[config.mk]
export PLATFORM = sky130hd
export DESIGN_NAME = pma_subsystem_top
export DESIGN_NICKNAME = d
export VERILOG_FILES = /design/src/design/pma_pkg.sv /design/src/design/pma_lookup.sv /design/src/design/pma_mpu.sv /design/src/design/pma_access_monitor.sv /design/src/design/pma_bus_arbiter.sv /design/src/design/pma_subsystem_top.sv
export SDC_FILE = /design/constraint.sdc
export NUM_CORES = 2
export LEC_CHECK = 0
export BUFFER_PORTS_ARGS = -buffer_cell sky130_fd_sc_hd__buf_2
export CAP_MARGIN = 0
export CORE_AREA = 3 3 348 350
export CTS_CLUSTER_DIAMETER = 40
export CTS_CLUSTER_SIZE = 16
export DETAILED_ROUTE_END_ITERATION = 10
export DIE_AREA = 0 0 351 353
export GPL_TIMING_DRIVEN = 0
export MAX_ROUTING_LAYER = met4
export PLACE_DENSITY_LB_ADDON = 0.25
export SLEW_MARGIN = 10
export SYNTH_ARGS = -nofsm -noshare
export SYNTH_HDL_FRONTEND = slang
export SYNTH_SLANG_ARGS = --single-unit
[constraint.sdc]
create_clock -name clk_ungated -period 3.8 [get_ports clk_ungated]
set_input_delay 0.19 -clock clk_ungated [delete_from_list [all_inputs] [get_ports clk_ungated]]
set_output_delay 0.19 -clock clk_ungated [all_outputs]
set_load 0.02 [all_outputs]
[src/design/pma_pkg.sv]
// PMA checker shared types

package pma_pkg;

  // Upper bound on the region table, also the width of the match bitmap
  localparam int PMA_MAX_REGIONS = 16;

  // Access size encoding on the data side
  typedef logic [1:0] pma_size_t;
  localparam pma_size_t SIZE_BYTE = 2'd0;
  localparam pma_size_t SIZE_HALF = 2'd1;
  localparam pma_size_t SIZE_WORD = 2'd2;

  // One region, limit is inclusive
  typedef struct packed {
    logic [31:0] base;
    logic [31:0] limit;
    logic        main;
    logic        bufferable;
    logic        cacheable;
  } pma_region_t;

  typedef struct packed {
    logic [PMA_MAX_REGIONS-1:0] match_list;
    logic                       have_match;
    logic [3:0]                 match_idx;
    logic                       allow;
    logic                       main;
    logic                       bufferable;
    logic                       cacheable;
    logic                       misaligned;
  } pma_status_t;

  typedef struct packed {
    logic [31:0] addr;
    logic        dbg;
  } instr_req_t;

  typedef struct packed {
    logic [31:0] addr;
    logic        we;
    pma_size_t   size;
  } data_req_t;

  // Memory port payload, side is 0 for fetch and 1 for load/store
  typedef struct packed {
    logic [31:0] addr;
    logic        we;
    pma_size_t   size;
    logic        side;
  } bus_req_t;

  typedef struct packed {
    logic [31:0] addr;
    logic        side;
  } pma_fault_t;

  typedef struct packed {
    logic [15:0] accesses;
    logic [15:0] faults;
    logic [15:0] multimatch;
    logic [15:0] nomatch;
    logic [15:0] misaligned;
    logic [15:0] stores;
  } pma_stats_t;

endpackage

[src/design/pma_lookup.sv]
// PMA region lookup
`timescale 1ns/1ps

module pma_lookup
  import pma_pkg::*;
#(
  parameter int PMA_NUM_REGIONS = 8
) (
  input  logic [31:0] addr_i,
  input  pma_size_t   bytes_i,
  input  logic        is_instr_i,
  input  pma_region_t regions_i [PMA_NUM_REGIONS],
  output pma_status_t status_o
);

  logic [PMA_MAX_REGIONS-1:0] match_list;
  logic [3:0]                 match_idx;
  pma_region_t                hit;
  logic [2:0]                 nbytes;
  logic [2:0]                 end_off;
  logic                       misaligned;

  if (PMA_NUM_REGIONS < 1 || PMA_NUM_REGIONS > PMA_MAX_REGIONS) begin : g_bad_count
    $error("PMA_NUM_REGIONS out of range");
  end

  // One comparator pair per implemented region
  always_comb begin
    match_list = '0;
    for (int i = 0; i < PMA_NUM_REGIONS; i++) begin
      match_list[i] = (addr_i >= regions_i[i].base) && (addr_i <= regions_i[i].limit);
    end
  end

  // Lowest index wins, walk downwards so the last hit is the lowest
  always_comb begin
    match_idx = '0;
    hit       = '0;
    for (int i = PMA_NUM_REGIONS - 1; i >= 0; i--) begin
      if (match_list[i]) begin
        match_idx = 4'(i);
        hit       = regions_i[i];
      end
    end
  end

  // Fetches are always word sized
  always_comb begin
    case (bytes_i)
      SIZE_BYTE: nbytes = 3'd1;
      SIZE_HALF: nbytes = 3'd2;
      default:   nbytes = 3'd4;
    endcase
    if (is_instr_i) nbytes = 3'd4;
  end

  assign end_off    = {1'b0, addr_i[1:0]} + nbytes;
  assign misaligned = end_off > 3'd4;

  always_comb begin
    status_o            = '0;
    status_o.match_list = match_list;
    status_o.have_match = |match_list;
    status_o.match_idx  = match_idx;
    status_o.misaligned = misaligned;
    // Unmapped space defaults to plain main memory
    status_o.main       = status_o.have_match ? hit.main : 1'b1;
    status_o.bufferable = status_o.have_match ? hit.bufferable : 1'b0;
    status_o.cacheable  = status_o.have_match ? hit.cacheable : 1'b0;
    // No execution from I/O, no misaligned access anywhere
    status_o.allow      = !misaligned && (status_o.main || !is_instr_i);
  end

endmodule

[src/design/pma_mpu.sv]
// PMA checking MPU
`timescale 1ns/1ps

module pma_mpu
  import pma_pkg::*;
#(
  parameter bit  IS_INSTR_SIDE   = 1'b0,
  parameter int  PMA_NUM_REGIONS = 8,
  parameter type REQ_T           = data_req_t
) (
  input  logic        clk_ungated,
  input  logic        rst_n,
  input  REQ_T        core_req_i,
  input  logic        core_valid_i,
  output logic        core_ready_o,
  input  pma_region_t regions_i [PMA_NUM_REGIONS],
  output pma_status_t status_o,
  output bus_req_t    bus_req_o,
  output logic        bus_valid_o,
  input  logic        bus_ready_i,
  output pma_fault_t  fault_o,
  output logic        fault_valid_o
);

  logic [31:0] req_addr;
  logic        req_we;
  pma_size_t   req_size;
  logic        accept;
  bus_req_t    bus_req_q;
  logic        bus_valid_q;
  pma_fault_t  fault_q;
  logic        fault_valid_q;

  // Pick out the fields this side's request type carries
  if (IS_INSTR_SIDE) begin : g_instr
    assign req_addr = core_req_i.addr;
    assign req_we   = 1'b0;
    assign req_size = SIZE_WORD;
  end else begin : g_data
    assign req_addr = core_req_i.addr;
    assign req_we   = core_req_i.we;
    assign req_size = core_req_i.size;
  end

  pma_lookup #(
    .PMA_NUM_REGIONS (PMA_NUM_REGIONS)
  ) lookup_i (
    .addr_i     (req_addr),
    .bytes_i    (req_size),
    .is_instr_i (IS_INSTR_SIDE),
    .regions_i  (regions_i),
    .status_o   (status_o)
  );

  // Free slot, or the slot empties this cycle
  assign core_ready_o = !bus_valid_q || bus_ready_i;
  assign accept       = core_valid_i && core_ready_o;

  always_ff @(posedge clk_ungated or negedge rst_n) begin
    if (!rst_n) begin
      bus_valid_q   <= 1'b0;
      fault_valid_q <= 1'b0;
    end else begin
      if (accept && status_o.allow) begin
        bus_valid_q <= 1'b1;
      end else if (bus_ready_i) begin
        bus_valid_q <= 1'b0;
      end
      // Fault pulse lasts a single cycle
      fault_valid_q <= accept && !status_o.allow;
    end
  end

  always_ff @(posedge clk_ungated) begin
    if (accept && status_o.allow) begin
      bus_req_q.addr <= req_addr;
      bus_req_q.we   <= req_we;
      bus_req_q.size <= req_size;
      bus_req_q.side <= !IS_INSTR_SIDE;
    end
    if (accept && !status_o.allow) begin
      fault_q.addr <= req_addr;
      fault_q.side <= !IS_INSTR_SIDE;
    end
  end

  assign bus_req_o     = bus_req_q;
  assign bus_valid_o   = bus_valid_q;
  assign fault_o       = fault_q;
  assign fault_valid_o = fault_valid_q;

  // Core keeps a stalled request unchanged
  a_req_stable: assert property (
    @(posedge clk_ungated) disable iff (!rst_n)
    core_valid_i && !core_ready_o |=> $stable(core_req_i)
  );

endmodule

[src/design/pma_access_monitor.sv]
// PMA access event counters
`timescale 1ns/1ps

module pma_access_monitor
  import pma_pkg::*;
#(
  parameter bit  IS_INSTR_SIDE   = 1'b0,
  parameter int  PMA_NUM_REGIONS = 8,
  parameter type REQ_T           = data_req_t
) (
  input  logic        clk_ungated,
  input  logic        rst_n,
  input  REQ_T        core_req_i,
  input  logic        core_valid_i,
  input  logic        core_ready_i,
  input  pma_status_t status_i,
  output pma_stats_t  stats_o
);

  logic       accept;
  logic       is_store;
  logic       multi;
  pma_stats_t stats_q;

  function automatic logic [15:0] sat_inc(input logic [15:0] cnt, input logic en);
    logic [15:0] nxt;
    nxt = cnt;
    // Hold at all ones
    if (en && (cnt != 16'hffff)) nxt = cnt + 16'd1;
    return nxt;
  endfunction

  assign accept = core_valid_i && core_ready_i;

  // Fetches never write
  if (IS_INSTR_SIDE) begin : g_instr
    assign is_store = 1'b0;
  end else begin : g_data
    assign is_store = core_req_i.we;
  end

  // Two or more bits set in the bitmap
  assign multi = (status_i.match_list & (status_i.match_list - 1'b1)) != '0;

  always_ff @(posedge clk_ungated or negedge rst_n) begin
    if (!rst_n) begin
      stats_q <= '0;
    end else if (accept) begin
      stats_q.accesses   <= sat_inc(stats_q.accesses, 1'b1);
      stats_q.faults     <= sat_inc(stats_q.faults, !status_i.allow);
      stats_q.multimatch <= sat_inc(stats_q.multimatch, multi);
      stats_q.nomatch    <= sat_inc(stats_q.nomatch, !status_i.have_match);
      stats_q.misaligned <= sat_inc(stats_q.misaligned, status_i.misaligned);
      stats_q.stores     <= sat_inc(stats_q.stores, is_store);
    end
  end

  assign stats_o = stats_q;

  if (IS_INSTR_SIDE) begin : g_instr_checks
    // Winning region lies inside the implemented table
    a_match_idx: assert property (
      @(posedge clk_ungated) disable iff (!rst_n)
      accept && status_i.have_match |-> status_i.match_idx < PMA_NUM_REGIONS
    );
  end

endmodule

[src/design/pma_bus_arbiter.sv]
// Round-robin memory port arbiter
`timescale 1ns/1ps

module pma_bus_arbiter
  import pma_pkg::*;
(
  input  logic     clk_ungated,
  input  logic     rst_n,
  input  bus_req_t instr_req_i,
  input  logic     instr_valid_i,
  output logic     instr_ready_o,
  input  bus_req_t data_req_i,
  input  logic     data_valid_i,
  output logic     data_ready_o,
  output bus_req_t mem_req_o,
  output logic     mem_valid_o,
  input  logic     mem_ready_i
);

  logic last_data_q;
  logic hold_q;
  logic hold_data_q;
  logic pick_data;

  // A stalled transfer keeps its side, otherwise the side not served last goes first
  always_comb begin
    if (hold_q) begin
      pick_data = hold_data_q;
    end else begin
      pick_data = data_valid_i && (!instr_valid_i || !last_data_q);
    end
  end

  assign mem_valid_o   = instr_valid_i || data_valid_i;
  assign mem_req_o     = pick_data ? data_req_i : instr_req_i;
  assign data_ready_o  = data_valid_i && pick_data && mem_ready_i;
  assign instr_ready_o = instr_valid_i && !pick_data && mem_ready_i;

  // Reset value gives the data side the first turn
  always_ff @(posedge clk_ungated or negedge rst_n) begin
    if (!rst_n) begin
      last_data_q <= 1'b0;
      hold_q      <= 1'b0;
      hold_data_q <= 1'b0;
    end else begin
      if (mem_valid_o && mem_ready_i) begin
        last_data_q <= pick_data;
      end
      hold_q      <= mem_valid_o && !mem_ready_i;
      hold_data_q <= pick_data;
    end
  end

  // Stalled request stays on the port until taken
  a_mem_hold: assert property (
    @(posedge clk_ungated) disable iff (!rst_n)
    mem_valid_o && !mem_ready_i |=> mem_valid_o && $stable(mem_req_o)
  );

endmodule

[src/design/pma_subsystem_top.sv]
// PMA checker subsystem
`timescale 1ns/1ps

module pma_subsystem_top
  import pma_pkg::*;
#(
  parameter int PMA_NUM_REGIONS = 8
) (
  input  logic        clk_ungated,
  input  logic        rst_n,
  input  pma_region_t regions_i [PMA_NUM_REGIONS],
  input  instr_req_t  instr_req_i,
  input  logic        instr_valid_i,
  output logic        instr_ready_o,
  input  data_req_t   data_req_i,
  input  logic        data_valid_i,
  output logic        data_ready_o,
  output bus_req_t    mem_req_o,
  output logic        mem_valid_o,
  input  logic        mem_ready_i,
  output pma_fault_t  instr_fault_o,
  output logic        instr_fault_valid_o,
  output pma_fault_t  data_fault_o,
  output logic        data_fault_valid_o,
  output pma_stats_t  instr_stats_o,
  output pma_stats_t  data_stats_o
);

  pma_status_t instr_status;
  pma_status_t data_status;
  bus_req_t    instr_bus_req;
  bus_req_t    data_bus_req;
  logic        instr_bus_valid;
  logic        data_bus_valid;
  logic        instr_bus_ready;
  logic        data_bus_ready;

  // Fetch side
  pma_mpu #(
    .IS_INSTR_SIDE   (1'b1),
    .PMA_NUM_REGIONS (PMA_NUM_REGIONS),
    .REQ_T           (instr_req_t)
  ) instr_mpu_i (
    .clk_ungated   (clk_ungated),
    .rst_n         (rst_n),
    .core_req_i    (instr_req_i),
    .core_valid_i  (instr_valid_i),
    .core_ready_o  (instr_ready_o),
    .regions_i     (regions_i),
    .status_o      (instr_status),
    .bus_req_o     (instr_bus_req),
    .bus_valid_o   (instr_bus_valid),
    .bus_ready_i   (instr_bus_ready),
    .fault_o       (instr_fault_o),
    .fault_valid_o (instr_fault_valid_o)
  );

  pma_access_monitor #(
    .IS_INSTR_SIDE   (1'b1),
    .PMA_NUM_REGIONS (PMA_NUM_REGIONS),
    .REQ_T           (instr_req_t)
  ) instr_mon_i (
    .clk_ungated  (clk_ungated),
    .rst_n        (rst_n),
    .core_req_i   (instr_req_i),
    .core_valid_i (instr_valid_i),
    .core_ready_i (instr_ready_o),
    .status_i     (instr_status),
    .stats_o      (instr_stats_o)
  );

  // Load/store side
  pma_mpu #(
    .IS_INSTR_SIDE   (1'b0),
    .PMA_NUM_REGIONS (PMA_NUM_REGIONS),
    .REQ_T           (data_req_t)
  ) data_mpu_i (
    .clk_ungated   (clk_ungated),
    .rst_n         (rst_n),
    .core_req_i    (data_req_i),
    .core_valid_i  (data_valid_i),
    .core_ready_o  (data_ready_o),
    .regions_i     (regions_i),
    .status_o      (data_status),
    .bus_req_o     (data_bus_req),
    .bus_valid_o   (data_bus_valid),
    .bus_ready_i   (data_bus_ready),
    .fault_o       (data_fault_o),
    .fault_valid_o (data_fault_valid_o)
  );

  pma_access_monitor #(
    .IS_INSTR_SIDE   (1'b0),
    .PMA_NUM_REGIONS (PMA_NUM_REGIONS),
    .REQ_T           (data_req_t)
  ) data_mon_i (
    .clk_ungated  (clk_ungated),
    .rst_n        (rst_n),
    .core_req_i   (data_req_i),
    .core_valid_i (data_valid_i),
    .core_ready_i (data_ready_o),
    .status_i     (data_status),
    .stats_o      (data_stats_o)
  );

  pma_bus_arbiter arb_i (
    .clk_ungated   (clk_ungated),
    .rst_n         (rst_n),
    .instr_req_i   (instr_bus_req),
    .instr_valid_i (instr_bus_valid),
    .instr_ready_o (instr_bus_ready),
    .data_req_i    (data_bus_req),
    .data_valid_i  (data_bus_valid),
    .data_ready_o  (data_bus_ready),
    .mem_req_o     (mem_req_o),
    .mem_valid_o   (mem_valid_o),
    .mem_ready_i   (mem_ready_i)
  );

endmodule

# Word-level counts from Yosys, hierarchy flattened
# Index checks and enable logic that the tools add are counted.
[classes]
muxes = 16
n_mul = 0
bitwise = 2
div_mod_pow = 0
addsub = 15
eq_ne = 12
reduce_logical = 71
magnitude_cmp = 34
shift = 0
[ops]
columns = ["operator", "n"]
rows = [
  [">= comparator 32 bit", 16],
  ["<= comparator 32 bit", 16],
  ["adder 16 x 1 -> 16 bit (second input constant)", 11],
  ["inequality test 16 bit (second input constant)", 11],
  ["logical AND 1 bit", 39],
  ["2-to-1 mux 36 bit", 1],
  ["AND 8 x 16 -> 16 bit", 2],
  ["nonzero test 16 bit", 2],
  ["2-to-1 mux 3 bit", 8],
  ["AND reduction 2 bit", 11],
  ["subtractor 8 x 1 -> 9 bit (second input constant)", 2],
  ["OR reduction 8 bit", 2],
  ["zero test 1 bit", 10],
  ["greater-than comparator 3 bit (second input constant)", 2],
  ["2-to-1 mux 1 bit", 6],
  ["case mux 3 bit (2 select lines)", 1],
  ["logical OR 1 bit", 4],
  ["nonzero test 2 bit", 2],
  ["adder 2 x 3 -> 3 bit", 1],
  ["adder 2 x 3 -> 3 bit (second input constant)", 1],
  ["equality test 2 x 1 -> 1 bit (second input constant)", 1],
  ["zero test 2 bit", 1],
]
[totals]
wordCells = 174
romBits = 0
latch_bits = 0
input_bits = 609
n_memories = 0
out_inout_bits = 299
ramBits = 0
register_bits = 314

# Logic depth before layout (Yosys ltp)
[depth]
ltp_word = 15
depth_mapped = 16

# Hierarchy
# From an unflattened synthesis, not the netlist that was laid out.
[hier_totals]
hier_cells = 4669
area_unflattened_um2 = 39970.8
[modules_own_cells]
columns = ["mod", "area_each_um2", "instances", "cells_per_inst"]
rows = [
  ["pma_lookup (data_mpu_i.lookup_i)", 13432.9, 1, 1845],
  ["pma_lookup (instr_mpu_i.lookup_i)", 13212.7, 1, 1843],
  ["pma_access_monitor (data_mon_i)", 4480.5, 1, 403],
  ["pma_access_monitor (instr_mon_i)", 3922.5, 1, 366],
  ["pma_mpu (data_mpu_i)", 2125.8, 1, 79],
  ["pma_mpu (instr_mpu_i)", 2058.2, 1, 79],
  ["pma_bus_arbiter", 738.2, 1, 54],
]

# Least setup slack after synthesis
# OpenSTA, ideal clock, no wires.
[synth_path]
path_type = "input to register"
start = "in instr_req_i[1] (netlist name)"
end = "reg instr_mon_i.stats_q (netlist bit instr_mon_i.stats_o[76])"
slack_ps = -1110
setup_time_ps = 125
t_required_ps = 3675
n_path_buf = 0
path_stages = 14
arrival_ps = 4785
cell_sequence = "inv_1 ha_1 nand2b_1 a21o_1 a211oi_1 o41ai_1 o211a_1 o32a_1 a211oi_1 a211oi_1 o41ai_4 nor2b_1 nand2_1 mux2_2"
[synth_via]
elab_chain_len = 15
elab_cells_between_ends = 41
classes_between = "add/sub: 1; order compare: 17; mux: 9; reduce/logical: 14"
[synth_lines]
columns = ["element", "line_no", "rtl"]
rows = [
  ["start, declared", "pma_subsystem_top.sv:12", "input instr_req_t instr_req_i,"],
  [">= comparator 32 bit / <= comparator 32 bit (equally long branches)", "pma_lookup.sv:31", "match_list[i] = (addr_i >= regions_i[i].base) && (addr_i <= regions_i[i].limit);"],
  ["logical AND 1 bit", "pma_lookup.sv:31", ""],
  ["2-to-1 mux 3 bit (8 in a row)", "pma_lookup.sv:40", "if (match_list[i]) begin"],
  ["2-to-1 mux 1 bit", "pma_lookup.sv:67", "status_o.main = status_o.have_match ? hit.main : 1'b1;"],
  ["logical AND 1 bit *", "pma_lookup.sv:71", "status_o.allow = !misaligned && (status_o.main || !is_instr_i);"],
  ["zero test 1 bit *", "pma_access_monitor.sv:50", "stats_q.faults <= sat_inc(stats_q.faults, !status_i.allow);"],
  ["logical AND 1 bit *", "pma_access_monitor.sv:29", "if (en && (cnt != 16'hffff)) nxt = cnt + 16'd1;"],
  ["AND reduction 2 bit (no line) *", "n/a", ""],
  ["end, declared", "pma_access_monitor.sv:23", "pma_stats_t stats_q;"],
]
# Mark *: on every way between the ends. The rest lies on a longest branch, timed or not.
# A chain may end at the register's enable or synchronous reset.

# Worst setup path in the final report
[layout_path]
start = "in instr_req_i[7] (netlist name)"
end = "reg instr_mon_i.stats_q (netlist bit instr_mon_i.stats_o[79])"
[layout_via]
elab_chain_len = 15
elab_cells_between_ends = 38
classes_between = "order compare: 16; mux: 9; reduce/logical: 13"
[layout_lines]
columns = ["element", "line_no"]
rows = [
  [">= comparator 32 bit / <= comparator 32 bit (equally long branches)", "pma_lookup.sv:31"],
  ["logical AND 1 bit", "pma_lookup.sv:31"],
  ["2-to-1 mux 3 bit (8 in a row)", "pma_lookup.sv:40"],
  ["2-to-1 mux 1 bit *", "pma_lookup.sv:67"],
  ["logical AND 1 bit *", "pma_lookup.sv:71"],
  ["zero test 1 bit *", "pma_access_monitor.sv:50"],
  ["logical AND 1 bit *", "pma_access_monitor.sv:29"],
  ["AND reduction 2 bit (no line) *", "n/a"],
]
# Marks and branches as above.

==> summary.md <==
| Metric | Value |
|---|---|
| CTS tree | done |
| 1st-pass router iterations | 5 |
| Hold Path Class | in2reg |
| # fillers | 12,063 |
| Max VDD drop | 289 uV |
| Final setup margin | 0.0262 ns |
| Simple-gate area share of the yosys netlist | 13.8% |
| Multiplexer share of the synthesized area | 1.38% |
| Int Pwr | 8740 uW |
| Cell area after layout | 45,800 sq um |
| Port bufs | 872 |
| Top FF cell, synth | dfrtp_1 |
| Nets | 6,619 |
| Commonest non-fill, non-tap cell in the layout | ha_1 |
| DRC errors left | 0 |
| Power Dens Cells | 330 nW/um^2 |
| Leak | 0.0247 uW |
| GRT Overall Usage | 27.7% |
| Ys Warns | 0 |
| Status | completed |
| Switching Share | 42.2% |
| Largest net degree at the start of global routing | 99 |
| Critical path arrival | 4.24 ns |
| Synth Area in Compound Gates | 16.0% |
| Slew headroom | 33.7% |
| Layout cells sized above 1 | 22.8% |
| Flop pwr share | 30.1% |
| IO Pins | 908 |
| Period minus WS final | 3.77 ns |
| P_sw | 6380 uW |
| Slowest-stage cell, CP | or4_4 |
| Routed wire length | 173,000 um |
| Critical Path RT | 4.26 ns |
| Clock share of power | 25.0% |
| Critical-path cell list | buf_4 -> ha_1 -> nand4_1 -> nor4_4 -> o21ai_1 -> o211ai_1 -> a2111oi_4 -> buf_4 -> o22a_2 -> nor3_2 -> a211oi_4 -> buf_12 -> o41ai_4 -> buf_4 -> nand2_2 -> or4_4 -> xnor2_2 |
| Starting Density | 31.0% |
| Worst Path Max Fanout | 18 |
| Antenna Violating Nets Remaining | 0 |
| DR vias/cell | 5.33 |
| Wire length per cell | 26.1 um |
| Worst Hold Launch | instr_req_i[8] |
| Pre-CTS WS | -2.47 ns |
| Fin Hold WS | 0.0376 ns |
| Max cap viols | 0 |
| CP Launch Point | instr_req_i[7] |
| Floorplan core area | 118,000 sq um |
| Final setup vio count | 0 |
| Mean Syn Cell Area | 9.16 sq um |
| Worst reg2reg startpoint | data_mpu_i.bus_valid_o |
| Clock sinks | 314 |
| CTS root buf | clkbuf_16 |
| CP Class | in2reg |
| Final Hold Violating Endpoints | 0 |
| Non-Filler Instances | 6,635 |
| Crit share post-route | 99.3% |
| Crit-path max cell delay | 0.50 ns |
| Post-Syn Instances | 4,003 |
| Fmax | 0.265 GHz |
| Slew @ Worst Pin | 0.984 ns |
| Post-synth EDFFs | 131 |
| CP endpoint kind | flop |
| XOR/XNOR Fraction of Synth Area | 3.96% |
| Largest family of logic cells by synthesized area | adder cells |
| Seq/Total Area, Yosys | 23.2% |
| Synthesis-stage register bit count | 314 |
| Layout Area Growth over Synthesis | 25.0% |
| Part of the power in combinational logic | 44.9% |
| H-tree depth reported by CTS | 2 |
| Fin Clk Skew | 0.0218 ns |
| Clock Path Buffers | 3 |
| Clk slew on worst S/H paths | 0.06 ns |
| Die Wd | 351 um |
| Die Y | 353 um |
| Crit path top cell by count | buf_4 |
| Hpwl dp | 138,000 um |
| Async SR Flop Fraction | 58.3% |
| Routability cong. | 0.928 |
| Max-slew violations | 0 |
| Yosys cell types | 87 |
| Final TNS setup | 0 ns |
| Worst skew pair latency | 0.57 ns |
| Startpoint types | primary input |
| Routed vias | 35,351 |
| Number of global-route vias before repair | 34,561 |
| Dpl cell area | 43,200 sq um |
| Synth Area in Adders | 35.4% |
| Placed insts | 6,434 |
| Die area | 124,000 sq um |
| Netlist Area Pre-Place | 36,700 sq um |
| Initial antenna violation count | 97 |
| Most frequent cells in the layout | ha_1, buf_2, inv_1 |
| Initial detailed-routing violation count | 2,563 |
| Global route overflow | 0 |
| First-pass GRT wire length | 242,000 um |
| Number of CTS-inserted buffers | 39 |
| Site Rows | 126 |
-- cells in the mapped netlist, drive strengths merged, types with 18 or more instances --
cell type  instances  area, sq um
a21oi            292         1460
a221oi            18          158
edfxtp           131         3930
nand3            111          556
nor3              42          215
a211oi            29          218
o211ai            23          173
dfrtp            183         4580
nand4            197         1240
nand2b            32          200
mux2              44          495
xor2              55          482
o21a              27          203
buf               23          169
nand2            202          761
xnor2            109          970
nor2             155          584
and3              65          407
inv              546         2050
a21o             219         1640
ha              1036        13000
a2111oi           22          194
o21ai            151          756
and4              29          254
nor2b             46          288
nor4              30          209
-- routing by layer --
| metal | vias to the layer above | global-route usage, % | routed length [um] |
|---|---|---|---|
| met1 | 16754 | 35.8 | 76200 |
| met5 | - | - | 0 |
| met4 | 0 | 10.8 | 7520 |
| met2 | 1345 | 42.5 | 76400 |
| met3 | 369 | 5.23 | 12800 |
| li1 | 16883 | - | - |
-- final timing paths --
path / end / cells after the start / slack, ns
max in group asynchronous: instr_mon_i.stats_o[30] / 3 / 2.60
setup reg to reg: instr_mon_i.stats_o[93] / 10 / 0.46
hold / removal: instr_mpu_i.fault_o[8] / 1 / 0.04
hold reg to reg: arb_i.last_data_q / 2 / 0.48
min in group asynchronous: data_mon_i.stats_o[21] / 2 / 0.18
setup / recovery: instr_mon_i.stats_o[79] / 17 / 0.03
-- stage by stage --
stage                     utilization [%]  power [uW]
after CTS                            38.4       15200
final                                38.8       15100
after global routing                 38.8       16100
after detailed placement             36.6       11200
after global placement               36.4       11000
after floorplan                         -        8320
-- power by group through the flow --
stage | registers (uW) | clock network (uW) | logic (uW)
after global placement | 4610 | 0 | 6390
final | 4550 | 3780 | 6790
after global routing | 4630 | 4010 | 7430
after detailed placement | 4610 | 0 | 6550
after CTS | 4550 | 3870 | 6770
after floorplan | 5040 | 0 | 3280
-- registers in the layout, indices dropped and copies added (netlist names) --
| signal | count |
|---|---|
| data_mpu_i.fault_o | 32 |
| data_mpu_i.bus_req_o | 35 |
| data_mon_i.stats_o | 96 |
| instr_mpu_i.fault_valid_o | 1 |
| arb_i.hold_data_q | 1 |
| arb_i.hold_q | 1 |
| data_mpu_i.bus_valid_o | 1 |
| instr_mpu_i.bus_req_o | 32 |
| data_mpu_i.fault_valid_o | 1 |
| instr_mon_i.stats_o | 80 |
| arb_i.last_data_q | 1 |
| instr_mpu_i.bus_valid_o | 1 |
| instr_mpu_i.fault_o | 32 |
-- worst max-delay path: cells and delay by family --
family	cells	cell delay, ns
AO/OA/AOI/OAI	6	1.34
buffers and inverters	4	0.81
AND/OR/NAND/NOR	5	1.35
XOR/XNOR	1	0.14
adder cells (fa/ha/maj)	1	0.37
-- final cells by class --
type                    count  area, sq um  share of cell area [%]
multi-input cells        3128        26500                    57.8
flip-flops and latches    314         8510                    18.6
repair buffers            913         5060                    11.0
inverters                 546         2070                    4.53
well taps                1536         1920                    4.19
clock buffers              45         1030                    2.24
clock inverters            26          285                   0.623
diodes                     96          240                   0.524
plain buffers              31          200                   0.437
-- logic make-up (layout without fill, tap and decap cells) --
logic type,Yosys count,in the layout
other,2,114
DFF,314,314
xor gates and xnor gates,164,164
buffers and inverters,578,1561
and+or+nand+nor,958,958
muxes,45,45
adders and majority gates,1038,1038
AOI/OAI and AO/OA,904,905
-- repair_timing --
action / CTS / global route
endpoints found under the setup margin: 146 / 83
buffers inserted: 17 / 9
hold buffers: 7 / 1
hold endpoints to repair: 95 / 2
gates cloned: 1 / 0
pin swaps: 17 / 15
gates resized for setup: 146 / 44
(Power assumes the default switching activity.)
